==> config.mk <==
export PLATFORM = sky130hd
export DESIGN_NAME = simd_alu
export DESIGN_NICKNAME = d
export VERILOG_FILES = /design/src/common/simd_alu_pkg.sv /design/src/source/simd_alu.sv /design/src/source/alu_issue_ctrl.sv /design/src/source/alu_multiplier.sv /design/src/source/alu_compare.sv /design/src/source/alu_int_unit.sv /design/src/source/alu_decode.sv
export SDC_FILE = /design/constraint.sdc
export NUM_CORES = 2
export LEC_CHECK = 0
export BUFFER_PORTS_ARGS = -buffer_cell sky130_fd_sc_hd__buf_2
export CORE_ASPECT_RATIO = 0.7
export CORE_MARGIN = 3
export CORE_UTILIZATION = 65
export CTS_CLUSTER_DIAMETER = 50
export DETAILED_ROUTE_END_ITERATION = 8
export PLACE_DENSITY_LB_ADDON = 0.12
export SYNTH_ARGS = -nofsm -noshare
export SYNTH_HDL_FRONTEND = slang
export SYNTH_SLANG_ARGS = --single-unit
==> constraint.sdc <==
create_clock -name clk -period 10.2 [get_ports clk]
set_input_delay 2.04 -clock clk [delete_from_list [all_inputs] [get_ports clk]]
set_output_delay 2.04 -clock clk [all_outputs]
set_load 0.05 [all_outputs]
==> src/common/simd_alu_pkg.sv <==
package simd_alu_pkg;

  // Data path
  localparam int DATA_W = 32;
  typedef logic [DATA_W-1:0] data_t;

  // Control word fields
  localparam int FMT_MSB = 31;
  localparam int FMT_LSB = 24;
  localparam int OPC_W   = 12;

  // Instruction formats, bits 31..24 of the control word
  typedef enum logic [7:0] {
    FMT_VOP2  = 8'h00,
    FMT_VOPC  = 8'h7C,
    FMT_VOP1  = 8'h7E,
    FMT_VOP3A = 8'hD2
  } alu_fmt_e;

  // Opcodes inside their format
  localparam logic [OPC_W-1:0] OPC_MOV     = 12'h001; // VOP1
  localparam logic [OPC_W-1:0] OPC_ADD     = 12'h025; // VOP2 from here
  localparam logic [OPC_W-1:0] OPC_SUB     = 12'h026;
  localparam logic [OPC_W-1:0] OPC_ADDC    = 12'h028;
  localparam logic [OPC_W-1:0] OPC_AND     = 12'h01B;
  localparam logic [OPC_W-1:0] OPC_OR      = 12'h01C;
  localparam logic [OPC_W-1:0] OPC_LSHL    = 12'h01A;
  localparam logic [OPC_W-1:0] OPC_LSHR    = 12'h016;
  localparam logic [OPC_W-1:0] OPC_MAX     = 12'h014;
  localparam logic [OPC_W-1:0] OPC_MIN     = 12'h013;
  localparam logic [OPC_W-1:0] OPC_CNDMASK = 12'h000;
  localparam logic [OPC_W-1:0] OPC_AND3    = 12'h11B; // VOP3A from here
  localparam logic [OPC_W-1:0] OPC_BFE     = 12'h148;
  localparam logic [OPC_W-1:0] OPC_BFI     = 12'h14A;
  localparam logic [OPC_W-1:0] OPC_MUL_LO  = 12'h169;
  localparam logic [OPC_W-1:0] OPC_MUL_HI  = 12'h16A;

  // Compare blocks of eight, low three bits give the condition
  localparam logic [OPC_W-1:0] CMP_I_BASE = 12'h080;
  localparam logic [OPC_W-1:0] CMP_U_BASE = 12'h0C0;

  // Decoded operation
  typedef enum logic [4:0] {
    OP_MOV,
    OP_ADD,
    OP_SUB,
    OP_ADDC,
    OP_AND,
    OP_OR,
    OP_LSHL,
    OP_LSHR,
    OP_MAX,
    OP_MIN,
    OP_CNDMASK,
    OP_CMP,
    OP_BFE,
    OP_BFI,
    OP_MUL_LO,
    OP_MUL_HI,
    OP_NONE
  } alu_op_e;

  // Compare conditions in opcode order
  typedef enum logic [2:0] {
    CMP_F,
    CMP_LT,
    CMP_EQ,
    CMP_LE,
    CMP_GT,
    CMP_LG,
    CMP_GE,
    CMP_TRU
  } cmp_cond_e;

endpackage
==> src/source/simd_alu.sv <==
`timescale 1ns/1ps

module simd_alu import simd_alu_pkg::*;
#(
  parameter int MUL_LATENCY = 3
)
(
  input  logic        clk,
  input  logic        rst,
  input  logic [31:0] control,
  input  data_t       src1,
  input  data_t       src2,
  input  data_t       src3,
  input  logic        vcc_in,
  input  logic        exec_in,
  input  logic        start,
  output logic        done,
  output logic        busy,
  output logic        illegal,
  output data_t       vgpr_data,
  output logic        vgpr_we,
  output logic        vcc_out
);

  alu_op_e   op;
  cmp_cond_e cmp_cond;
  logic      cmp_signed;
  logic      legal;
  data_t     int_result;
  logic      int_carry;
  logic      cmp_flag;
  logic      mul_start;
  logic      mul_hi;
  data_t     mul_result;
  logic      mul_valid;

  alu_decode u_decode (
    .control    (control),
    .op         (op),
    .cmp_cond   (cmp_cond),
    .cmp_signed (cmp_signed),
    .legal      (legal)
  );

  alu_int_unit u_int (
    .op     (op),
    .src1   (src1),
    .src2   (src2),
    .src3   (src3),
    .vcc_in (vcc_in),
    .result (int_result),
    .carry  (int_carry)
  );

  alu_compare u_cmp (
    .src1       (src1),
    .src2       (src2),
    .cmp_cond   (cmp_cond),
    .cmp_signed (cmp_signed),
    .flag       (cmp_flag)
  );

  alu_multiplier #(
    .MUL_LATENCY (MUL_LATENCY)
  ) u_mul (
    .clk        (clk),
    .rst        (rst),
    .mul_start  (mul_start),
    .mul_hi     (mul_hi),
    .mul_a      (src1),
    .mul_b      (src2),
    .mul_result (mul_result),
    .mul_valid  (mul_valid)
  );

  alu_issue_ctrl #(
    .MUL_LATENCY (MUL_LATENCY)
  ) u_issue (
    .clk        (clk),
    .rst        (rst),
    .start      (start),
    .exec_in    (exec_in),
    .vcc_in     (vcc_in),
    .op         (op),
    .legal      (legal),
    .int_result (int_result),
    .int_carry  (int_carry),
    .cmp_flag   (cmp_flag),
    .mul_result (mul_result),
    .mul_valid  (mul_valid),
    .mul_start  (mul_start),
    .mul_hi     (mul_hi),
    .done       (done),
    .busy       (busy),
    .illegal    (illegal),
    .vgpr_data  (vgpr_data),
    .vgpr_we    (vgpr_we),
    .vcc_out    (vcc_out)
  );

endmodule

==> src/source/alu_issue_ctrl.sv <==
`timescale 1ns/1ps

module alu_issue_ctrl import simd_alu_pkg::*;
#(
  parameter int MUL_LATENCY = 3
)
(
  input  logic    clk,
  input  logic    rst,
  input  logic    start,
  input  logic    exec_in,
  input  logic    vcc_in,
  input  alu_op_e op,
  input  logic    legal,
  input  data_t   int_result,
  input  logic    int_carry,
  input  logic    cmp_flag,
  input  data_t   mul_result,
  input  logic    mul_valid,
  output logic    mul_start,
  output logic    mul_hi,
  output logic    done,
  output logic    busy,
  output logic    illegal,
  output data_t   vgpr_data,
  output logic    vgpr_we,
  output logic    vcc_out
);

  localparam int CNT_W = $clog2(MUL_LATENCY + 1);

  logic [CNT_W-1:0] mul_cnt;
  logic             accept;
  logic             is_mul;
  logic             launch;
  logic             vcc_next;
  logic             done_q;
  logic             we_q;
  logic             illegal_q;
  logic             vcc_q;
  logic             mul_vcc_q;
  data_t            data_q;

  assign busy      = (mul_cnt != '0);
  assign accept    = start & ~busy; // Starts while busy are dropped
  assign is_mul    = (op == OP_MUL_LO) || (op == OP_MUL_HI);
  assign launch    = accept & legal & exec_in & is_mul;
  assign mul_start = launch;
  assign mul_hi    = (op == OP_MUL_HI);

  // VCC source by op class
  always_comb
  begin
    if (!exec_in || !legal)
      vcc_next = vcc_in;
    else
    begin
      case (op)
        OP_CMP:                  vcc_next = cmp_flag;
        OP_ADD, OP_SUB, OP_ADDC: vcc_next = int_carry;
        default:                 vcc_next = vcc_in;
      endcase
    end
  end

  // Counts down the multiply in flight
  always_ff @(posedge clk or posedge rst)
  begin
    if (rst)
      mul_cnt <= '0;
    else if (launch)
      mul_cnt <= CNT_W'(MUL_LATENCY);
    else if (busy)
      mul_cnt <= mul_cnt - CNT_W'(1);
  end

  // Single-cycle results
  always_ff @(posedge clk or posedge rst)
  begin
    if (rst)
    begin
      done_q    <= 1'b0;
      we_q      <= 1'b0;
      illegal_q <= 1'b0;
      vcc_q     <= 1'b0;
      data_q    <= '0;
    end
    else
    begin
      done_q    <= accept & ~launch;
      we_q      <= accept & ~launch & legal & exec_in & (op != OP_CMP);
      illegal_q <= accept & ~legal;
      if (accept && !launch)
      begin
        data_q <= int_result;
        vcc_q  <= vcc_next;
      end
    end
  end

  always_ff @(posedge clk)
  begin
    if (launch)
      mul_vcc_q <= vcc_in; // VCC passes through a multiply
  end

  // Multiply completes straight from the pipeline
  assign done      = done_q | mul_valid;
  assign vgpr_we   = we_q | mul_valid;
  assign vgpr_data = mul_valid ? mul_result : data_q;
  assign vcc_out   = mul_valid ? mul_vcc_q : vcc_q;
  assign illegal   = illegal_q;

endmodule

==> src/source/alu_multiplier.sv <==
`timescale 1ns/1ps

module alu_multiplier import simd_alu_pkg::*;
#(
  parameter int MUL_LATENCY = 3
)
(
  input  logic  clk,
  input  logic  rst,
  input  logic  mul_start,
  input  logic  mul_hi,
  input  data_t mul_a,
  input  data_t mul_b,
  output data_t mul_result,
  output logic  mul_valid
);

  localparam int LAST = MUL_LATENCY - 1;

  data_t                a_q;
  data_t                b_q;
  logic                 hi_q;
  logic                 vld_q;
  logic [2*DATA_W-1:0]  product;
  logic [2*DATA_W-1:0]  prod_pipe [1:LAST];
  logic                 hi_pipe   [1:LAST];
  logic                 vld_pipe  [1:LAST];

  // First stage holds the operands
  always_ff @(posedge clk or posedge rst)
  begin
    if (rst)
      vld_q <= 1'b0;
    else
      vld_q <= mul_start;
  end

  always_ff @(posedge clk)
  begin
    a_q  <= mul_a;
    b_q  <= mul_b;
    hi_q <= mul_hi;
  end

  assign product = (2*DATA_W)'(a_q) * (2*DATA_W)'(b_q); // Full unsigned product

  // Remaining stages carry the product
  always_ff @(posedge clk or posedge rst)
  begin
    if (rst)
    begin
      for (int i = 1; i <= LAST; i++)
        vld_pipe[i] <= 1'b0;
    end
    else
    begin
      vld_pipe[1] <= vld_q;
      for (int i = 2; i <= LAST; i++)
        vld_pipe[i] <= vld_pipe[i-1];
    end
  end

  always_ff @(posedge clk)
  begin
    prod_pipe[1] <= product;
    hi_pipe[1]   <= hi_q;
    for (int i = 2; i <= LAST; i++)
    begin
      prod_pipe[i] <= prod_pipe[i-1];
      hi_pipe[i]   <= hi_pipe[i-1];
    end
  end

  assign mul_result = hi_pipe[LAST] ? prod_pipe[LAST][2*DATA_W-1:DATA_W]
                                    : prod_pipe[LAST][DATA_W-1:0];
  assign mul_valid  = vld_pipe[LAST];

endmodule

==> src/source/alu_compare.sv <==
`timescale 1ns/1ps

module alu_compare import simd_alu_pkg::*;
(
  input  data_t     src1,
  input  data_t     src2,
  input  cmp_cond_e cmp_cond,
  input  logic      cmp_signed,
  output logic      flag
);

  logic lt_s;
  logic lt_u;
  logic lt;
  logic eq;

  assign lt_s = ($signed(src1) < $signed(src2));
  assign lt_u = (src1 < src2);
  assign lt   = cmp_signed ? lt_s : lt_u;
  assign eq   = (src1 == src2); // Same for both forms

  always_comb
  begin
    case (cmp_cond)
      CMP_F:   flag = 1'b0;
      CMP_LT:  flag = lt;
      CMP_EQ:  flag = eq;
      CMP_LE:  flag = lt | eq;
      CMP_GT:  flag = ~(lt | eq);
      CMP_LG:  flag = ~eq;
      CMP_GE:  flag = ~lt;
      CMP_TRU: flag = 1'b1;
      default: flag = 1'b0;
    endcase
  end

endmodule

==> src/source/alu_int_unit.sv <==
`timescale 1ns/1ps

module alu_int_unit import simd_alu_pkg::*;
(
  input  alu_op_e op,
  input  data_t   src1,
  input  data_t   src2,
  input  data_t   src3,
  input  logic    vcc_in,
  output data_t   result,
  output logic    carry
);

  logic [DATA_W:0] add_w;
  logic [DATA_W:0] sub_w;
  logic [DATA_W:0] addc_w;
  data_t           bfe_mask;
  data_t           bfe_val;

  // 33-bit forms so the top bit is carry or borrow
  assign add_w  = {1'b0, src1} + {1'b0, src2};
  assign sub_w  = {1'b0, src1} - {1'b0, src2};
  assign addc_w = {1'b0, src1} + {1'b0, src2} + {{DATA_W{1'b0}}, vcc_in};

  // Zero width gives an empty mask
  assign bfe_mask = (data_t'(1) << src3[4:0]) - data_t'(1);
  assign bfe_val  = (src1 >> src2[4:0]) & bfe_mask;

  always_comb
  begin
    result = '0;
    carry  = 1'b0;
    case (op)
      OP_MOV:
        result = src1;
      OP_ADD:
      begin
        result = add_w[DATA_W-1:0];
        carry  = add_w[DATA_W];
      end
      OP_SUB:
      begin
        result = sub_w[DATA_W-1:0];
        carry  = sub_w[DATA_W]; // Borrow
      end
      OP_ADDC:
      begin
        result = addc_w[DATA_W-1:0];
        carry  = addc_w[DATA_W];
      end
      OP_AND:
        result = src1 & src2;
      OP_OR:
        result = src1 | src2;
      OP_LSHL:
        result = src2 << src1[4:0]; // Reversed operands
      OP_LSHR:
        result = src2 >> src1[4:0];
      OP_MAX:
        result = (src1 >= src2) ? src1 : src2;
      OP_MIN:
        result = (src1 <= src2) ? src1 : src2;
      OP_CNDMASK:
        result = vcc_in ? src2 : src1;
      OP_BFE:
        result = bfe_val;
      OP_BFI:
        result = (src1 & src2) | (~src1 & src3);
      default:
        result = '0; // Compares and multiplies come from other units
    endcase
  end

endmodule

==> src/source/alu_decode.sv <==
`timescale 1ns/1ps

module alu_decode import simd_alu_pkg::*;
(
  input  logic [31:0] control,
  output alu_op_e     op,
  output cmp_cond_e   cmp_cond,
  output logic        cmp_signed,
  output logic        legal
);

  logic [7:0]       fmt;
  logic [OPC_W-1:0] opc;
  logic             cmp_i;
  logic             cmp_u;

  assign fmt = control[FMT_MSB:FMT_LSB];
  assign opc = control[OPC_W-1:0];

  // Compare ranges cover eight opcodes each
  assign cmp_i = (opc[OPC_W-1:3] == CMP_I_BASE[OPC_W-1:3]);
  assign cmp_u = (opc[OPC_W-1:3] == CMP_U_BASE[OPC_W-1:3]);

  always_comb
  begin
    op         = OP_NONE;
    cmp_signed = 1'b0;
    case (fmt)
      FMT_VOP1:
      begin
        if (opc == OPC_MOV)
          op = OP_MOV;
      end
      FMT_VOP2:
      begin
        case (opc)
          OPC_ADD:     op = OP_ADD;
          OPC_SUB:     op = OP_SUB;
          OPC_ADDC:    op = OP_ADDC;
          OPC_AND:     op = OP_AND;
          OPC_OR:      op = OP_OR;
          OPC_LSHL:    op = OP_LSHL;
          OPC_LSHR:    op = OP_LSHR;
          OPC_MAX:     op = OP_MAX;
          OPC_MIN:     op = OP_MIN;
          OPC_CNDMASK: op = OP_CNDMASK;
          default:     op = OP_NONE;
        endcase
      end
      FMT_VOPC:
      begin
        if (cmp_i || cmp_u)
        begin
          op         = OP_CMP;
          cmp_signed = cmp_i;
        end
      end
      FMT_VOP3A:
      begin
        if (cmp_i || cmp_u)
        begin
          op         = OP_CMP; // Same compare block as VOPC
          cmp_signed = cmp_i;
        end
        else
        begin
          case (opc)
            OPC_AND3:   op = OP_AND;
            OPC_BFE:    op = OP_BFE;
            OPC_BFI:    op = OP_BFI;
            OPC_MUL_LO: op = OP_MUL_LO;
            OPC_MUL_HI: op = OP_MUL_HI;
            default:    op = OP_NONE;
          endcase
        end
      end
      default:
      begin
        op = OP_NONE; // Unknown format
      end
    endcase
  end

  assign cmp_cond = cmp_cond_e'(opc[2:0]);
  assign legal    = (op != OP_NONE);

endmodule

* Word level (Yosys, flattened, before mapping) *
Memory sizes are Yosys's and may differ from the RTL's.
Cells that the tools add are included.

operators by class
  $add $sub $neg = 5
  multipliers = 1
  $lt $le $gt $ge = 4
  eq/ne operators = 45
  shift-type cells = 4
  multiplexer cells = 22
  bitwise gates (word level) = 24
  reduce and logical (&&, ||, !) cells = 15

operators by type and width
  kind                                                                    number
  32-bit one-hot mux with 13 select lines                                 1
  32-bit two-way mux                                                      5
  32-bit AND                                                              3
  12-bit by 5-bit equality test with 1-bit output, second input constant  6
  32-bit < comparator                                                     2
  32-bit by 32-bit multiplier with 64-bit output                          1
  32-bit OR                                                               2
  32-bit by 5-bit right shift with 32-bit output                          2
  12-bit by 9-bit equality test with 1-bit output, second input constant  5
  5-bit one-hot mux with 10 select lines                                  1
  5-bit by 4-bit equality test with 1-bit output, second input constant   8
  12-bit by 6-bit equality test with 1-bit output, second input constant  3
  32-bit by 32-bit adder with 33-bit output                               1
  33-bit by 1-bit adder with 33-bit output                                1
  32-bit by 32-bit subtractor with 33-bit output                          1
  32-bit equality test                                                    1
  32-bit greater-or-equal comparator                                      1
  32-bit less-or-equal comparator                                         1
  32-bit inverter                                                         1
  1-bit by 5-bit left shift with 32-bit output, first input constant      1
  32-bit by 5-bit left shift with 32-bit output                           1
  32-bit by 1-bit subtractor with 32-bit output, second input constant    1
  5-bit one-hot mux with 5 select lines                                   1
  5-bit by 3-bit equality test with 1-bit output, second input constant   4
  32 further kinds                                                        66

storage, ports and cells
  bits in registers = 107
  bits in writable memories = 130
  input bits = 133
  output and inout bits = 37
  memories kept = 2

memories
  memory           depth  width  rd ports  clocked after memory_dff  wr ports  line                  RTL
  u_mul.prod_pipe  2      64     2         0                         2         alu_multiplier.sv:25  logic [2*DATA_W-1:0] prod_pipe [1:LAST];
  u_mul.hi_pipe    2      1      2         0                         2         alu_multiplier.sv:26  logic hi_pipe [1:LAST];

* Logic depth before layout (Yosys ltp) *
  word-level depth = 13
  depth in mapped cells = 29

* Hierarchy *
A second synthesis with hierarchy kept.

second synthesis, totals
  cells, all modules = 6,233
  area, all modules = 54,048.1 um^2

modules (own cells, without submodules)
  module          times used  cells an instance  area each (um^2)
  alu_multiplier  1           3,952              37,901.4
  alu_int_unit    1           1,916              12,643.4
  alu_issue_ctrl  1           145                1,980.6
  alu_compare     1           127                927.1
  alu_decode      1           93                 595.6

* Worst setup path after synthesis *
OpenSTA, ideal clock, no wires.

  kind = register to register
  start = register u_mul.a_q[25]
  end = memory u_mul.prod_pipe[1][63] (netlist bit)
  arrival time = 7.134 ns
  data required time = 10.122 ns
  setup slack = 2.988 ns
  stages on the path, launching flop included = 27
  path buffers = 2
  period minus slack after synthesis = 7.212 ns
  cells stage by stage = dfxtp_1 -> clkbuf_1 -> and2_1 -> fa_1 -> fa_1 -> inv_1 -> fa_1 -> fa_1 -> inv_1 -> fa_1 -> fa_1 -> fa_1 -> inv_1 -> fa_1 -> inv_1 -> ha_1 -> clkbuf_1 -> a21o_1 -> a31oi_1 -> o21a_1 -> o21ai_0 -> o211ai_1 -> a21oi_1 -> a32o_1 -> a211o_1 -> and4_1 -> nor3_1

RTL lines
  what                    line                  RTL
  from (decl)             alu_multiplier.sv:20  data_t a_q;
  from (signal assigned)  alu_multiplier.sv:40  a_q <= mul_a;
  to (decl)               alu_multiplier.sv:25

==> out/summary.txt <==
worst setup path category: reg2reg
IO Pins: 170
final setup fails: 0
Top FF cell, synth: dfxtp_1
failing checks: DRC
clock-pin slew on the worst setup and hold paths: 90 ps
Worst-Skew Late Latency: 550 ps
Resize count post-CTS: 0
Sink Count: 237
Unique masters post-synth: 94
leading area contributor after synthesis: fa_1
Hold WC Path Type: reg2reg
Core Box Area: 0.0797 sq mm
largest net degree at the start of global routing: 68
FP Rows: 86
number of max-cap violations: 0
number of global-route vias before repair: 50700
H-tree levels: 1
first-pass GRT wire length: 321 mm
Synth top area share: 33.9%
Syn Inst Count: 6150
GPL Wtd Cong: 1.11
Synth Area in XOR/XNOR: 2.30%
worst rel slew slack: 1.27%
share of layout cells above drive strength 1: 7.98%
Synth area leaders: fa_1 (34%), ha_1 (8.6%), dfxtp_1 (7.4%)
CTS root buffer: clkbuf_16
largest family of logic cells by synthesized area: adder cells
unrepaired setup endpoints after global routing: no
multiplexer share of the synthesized area: 5.64%
ratio of final minimum period to clock period: 89.2%
post-route insts no fill: 7154
outcome: finished, violations left
Net Count, Synth: 7544
CTS Buffer Depth: 3
Post-Synth Simple-Gate Area: 18.7%
die area: 0.0851 sq mm
final core area utilization: 69.6%
Iter 0 DRT Violations: 7435
HP Start: u_mul.prod_pipe[1][33]$_DFF_P_
Mean Syn Cell Area: 8.62 sq um
area grow syn2layout: 4.61%
Initial Util: 66.5%
die width: 347 um
Synth Register Bits: 237
Tmin final: 9090 ps
initial antenna violation count: 23
CP Launch Type: register
post-DP HPWL: 175 mm
antenna-violating nets left: 0
Register Area: 0.00496 sq mm
filler instances: 5731
Netlist Area Pre-Place: 0.0530 sq mm
all-layer global routing usage: 51.3%
critical-path maximum fanout: 26
Fin Setup TNS: 0 ps
final clock skew: 23.7 ps
register area share after synthesis: 9.35%
DRT Wirelength: 218 mm
fraction of registers with async set/reset: 17.3%
Post-CTS Setup Bufs: 0
CTS Buf Count: 21
GRT overflow: 0
commonest non-fill, non-tap cells in the layout: inv_1 (953), fa_1 (898), nand2_1 (709)
via-per-instance ratio: 6.89
multi-input logic area: 0.0430 sq mm
worst slew pin tran: 1480 ps
Residual DRC: 3
final hold vios: 0
worst r2r src: u_mul.b_q[10]$_DFF_P_
IO Port Bufs: 157
via count: 49300
Pre-antenna DRT Iters: 9
WL/cell: 30.5 um
Slew Viols, Final: 0
CTS tree: done
Worst EP required: 10650 ps
final layout net count: 7469
EDFF count, synth: 1
dpl cells: 7108
WP data arrival: 9550 ps
Yosys warnings: 0
commonest non-fill, non-tap cell in the layout: inv_1
Synth Area in Compound Gates: 11.7%
FMAX: 110 MHz
Die H: 245 um
Post-Synth Adder-Cell Area: 42.5%
Crit. Startpoint: u_mul.b_q[10]$_DFF_P_
crit end category: register
Post-CTS Hold Fix Bufs: 0
-- per-layer routing --
metal  up-vias  routed length (um)  global-route usage, %
met1     24100               79100                   67.6
met3      1008               42700                   29.0
met5         -                 286                   1.02
li1      19600                   -                      -
met4        26               11400                   20.7
met2      4493               84900                   69.1
-- cell families (layout without fill, tap and decap cells) --
kind of cell    count (synthesis)  count (layout)
compound gates                949             949
xor+xnor                      139             139
flops                         237             237
simple gates                 1988            1988
buf+inv                      1365            1304
other cells                     0               9
mux                           211             211
fa+ha+maj                    1261            1261
-- area by class of cell --
type,instances,share of cell area [%]
Timing Repair Buffer,303,3.40
Tap cell,1056,2.38
Clock buffer,26,1.02
Antenna cell,9,0.0406
Sequential cell,237,8.95
Inverter,964,6.52
Multi-Input combinational cell,4548,77.5
Clock inverter,11,0.194
-- final timing paths --
| check | depth (start not counted) | endpoint | slack (ps) |
|---|---|---|---|
| max | 25 | u_mul.prod_pipe[1][63]$_DFF_P_ | 1110 |
| min | 0 | u_mul.prod_pipe[2][33]$_DFF_P_ | 320 |
| max in group asynchronous | 3 | u_issue.data_q[24]$_DFFE_PP0P_ | 8010 |
| max reg2reg | 25 | u_mul.prod_pipe[1][63]$_DFF_P_ | 1110 |
| min in group asynchronous | 3 | u_issue.data_q[5]$_DFFE_PP0P_ | 1670 |
| min reg2reg | 0 | u_mul.prod_pipe[2][33]$_DFF_P_ | 320 |
-- worst max-delay path, cell delays in order (launching register included) --
cell and delay (ps):
dfxtp_1 1280, and2_1 300, fa_1 490, fa_1 640, inv_1 80, fa_1 500
fa_1 550, inv_1 80, fa_1 550, fa_1 430, fa_1 530, inv_1 60
fa_1 490, inv_1 50, ha_1 400, a21oi_1 180, o21ai_0 140, nor3_1 320
a211oi_1 130, buf_4 200, o211ai_1 230, a21oi_1 180, a32o_1 370, a211o_1 380
and4_1 210, nor3_1 270
-- cells in the mapped netlist, types with 100 or more instances --
cell      number
o21ai_0      153
xnor2_1      100
ha_1         363
and2_1       596
dfxtp_1      195
fa_1         898
inv_1        954
a21oi_1      281
nor2_1       289
mux2i_1      119
clkbuf_1     332
nand2_1      709
-- sequential cells by signal, indices dropped and copies added, names as in the netlist --
register	flops
u_mul.prod_pipe	128
u_mul.vld_q	1
u_mul.hi_pipe	2
u_issue.illegal	1
u_mul.a_q	32
u_issue.data_q	32
u_issue.done_q	1
u_issue.we_q	1
u_mul.hi_q	1
u_mul.vld_pipe	1
u_issue.mul_vcc_q	1
u_issue.vcc_q	1
u_mul.b_q	32
u_issue.mul_cnt	2
u_mul.mul_valid	1
-- through the flow --
step / area, sq um / hold slack, ps / setup slack, ps
2_1_floorplan: 53000 / 310 / 2990
3_3_place_gp: 54800 / 310 / 1890
3_5_place_dp: 54800 / 312 / 1560
4_1_cts: 55400 / 325 / 1460
5_1_grt: 55400 / 325 / 961
6_report: 55500 / 324 / 1110
Power is left out: the tool's default activity adds up to more than one toggle a clock period on the data nets, which glitch-free logic cannot reach.
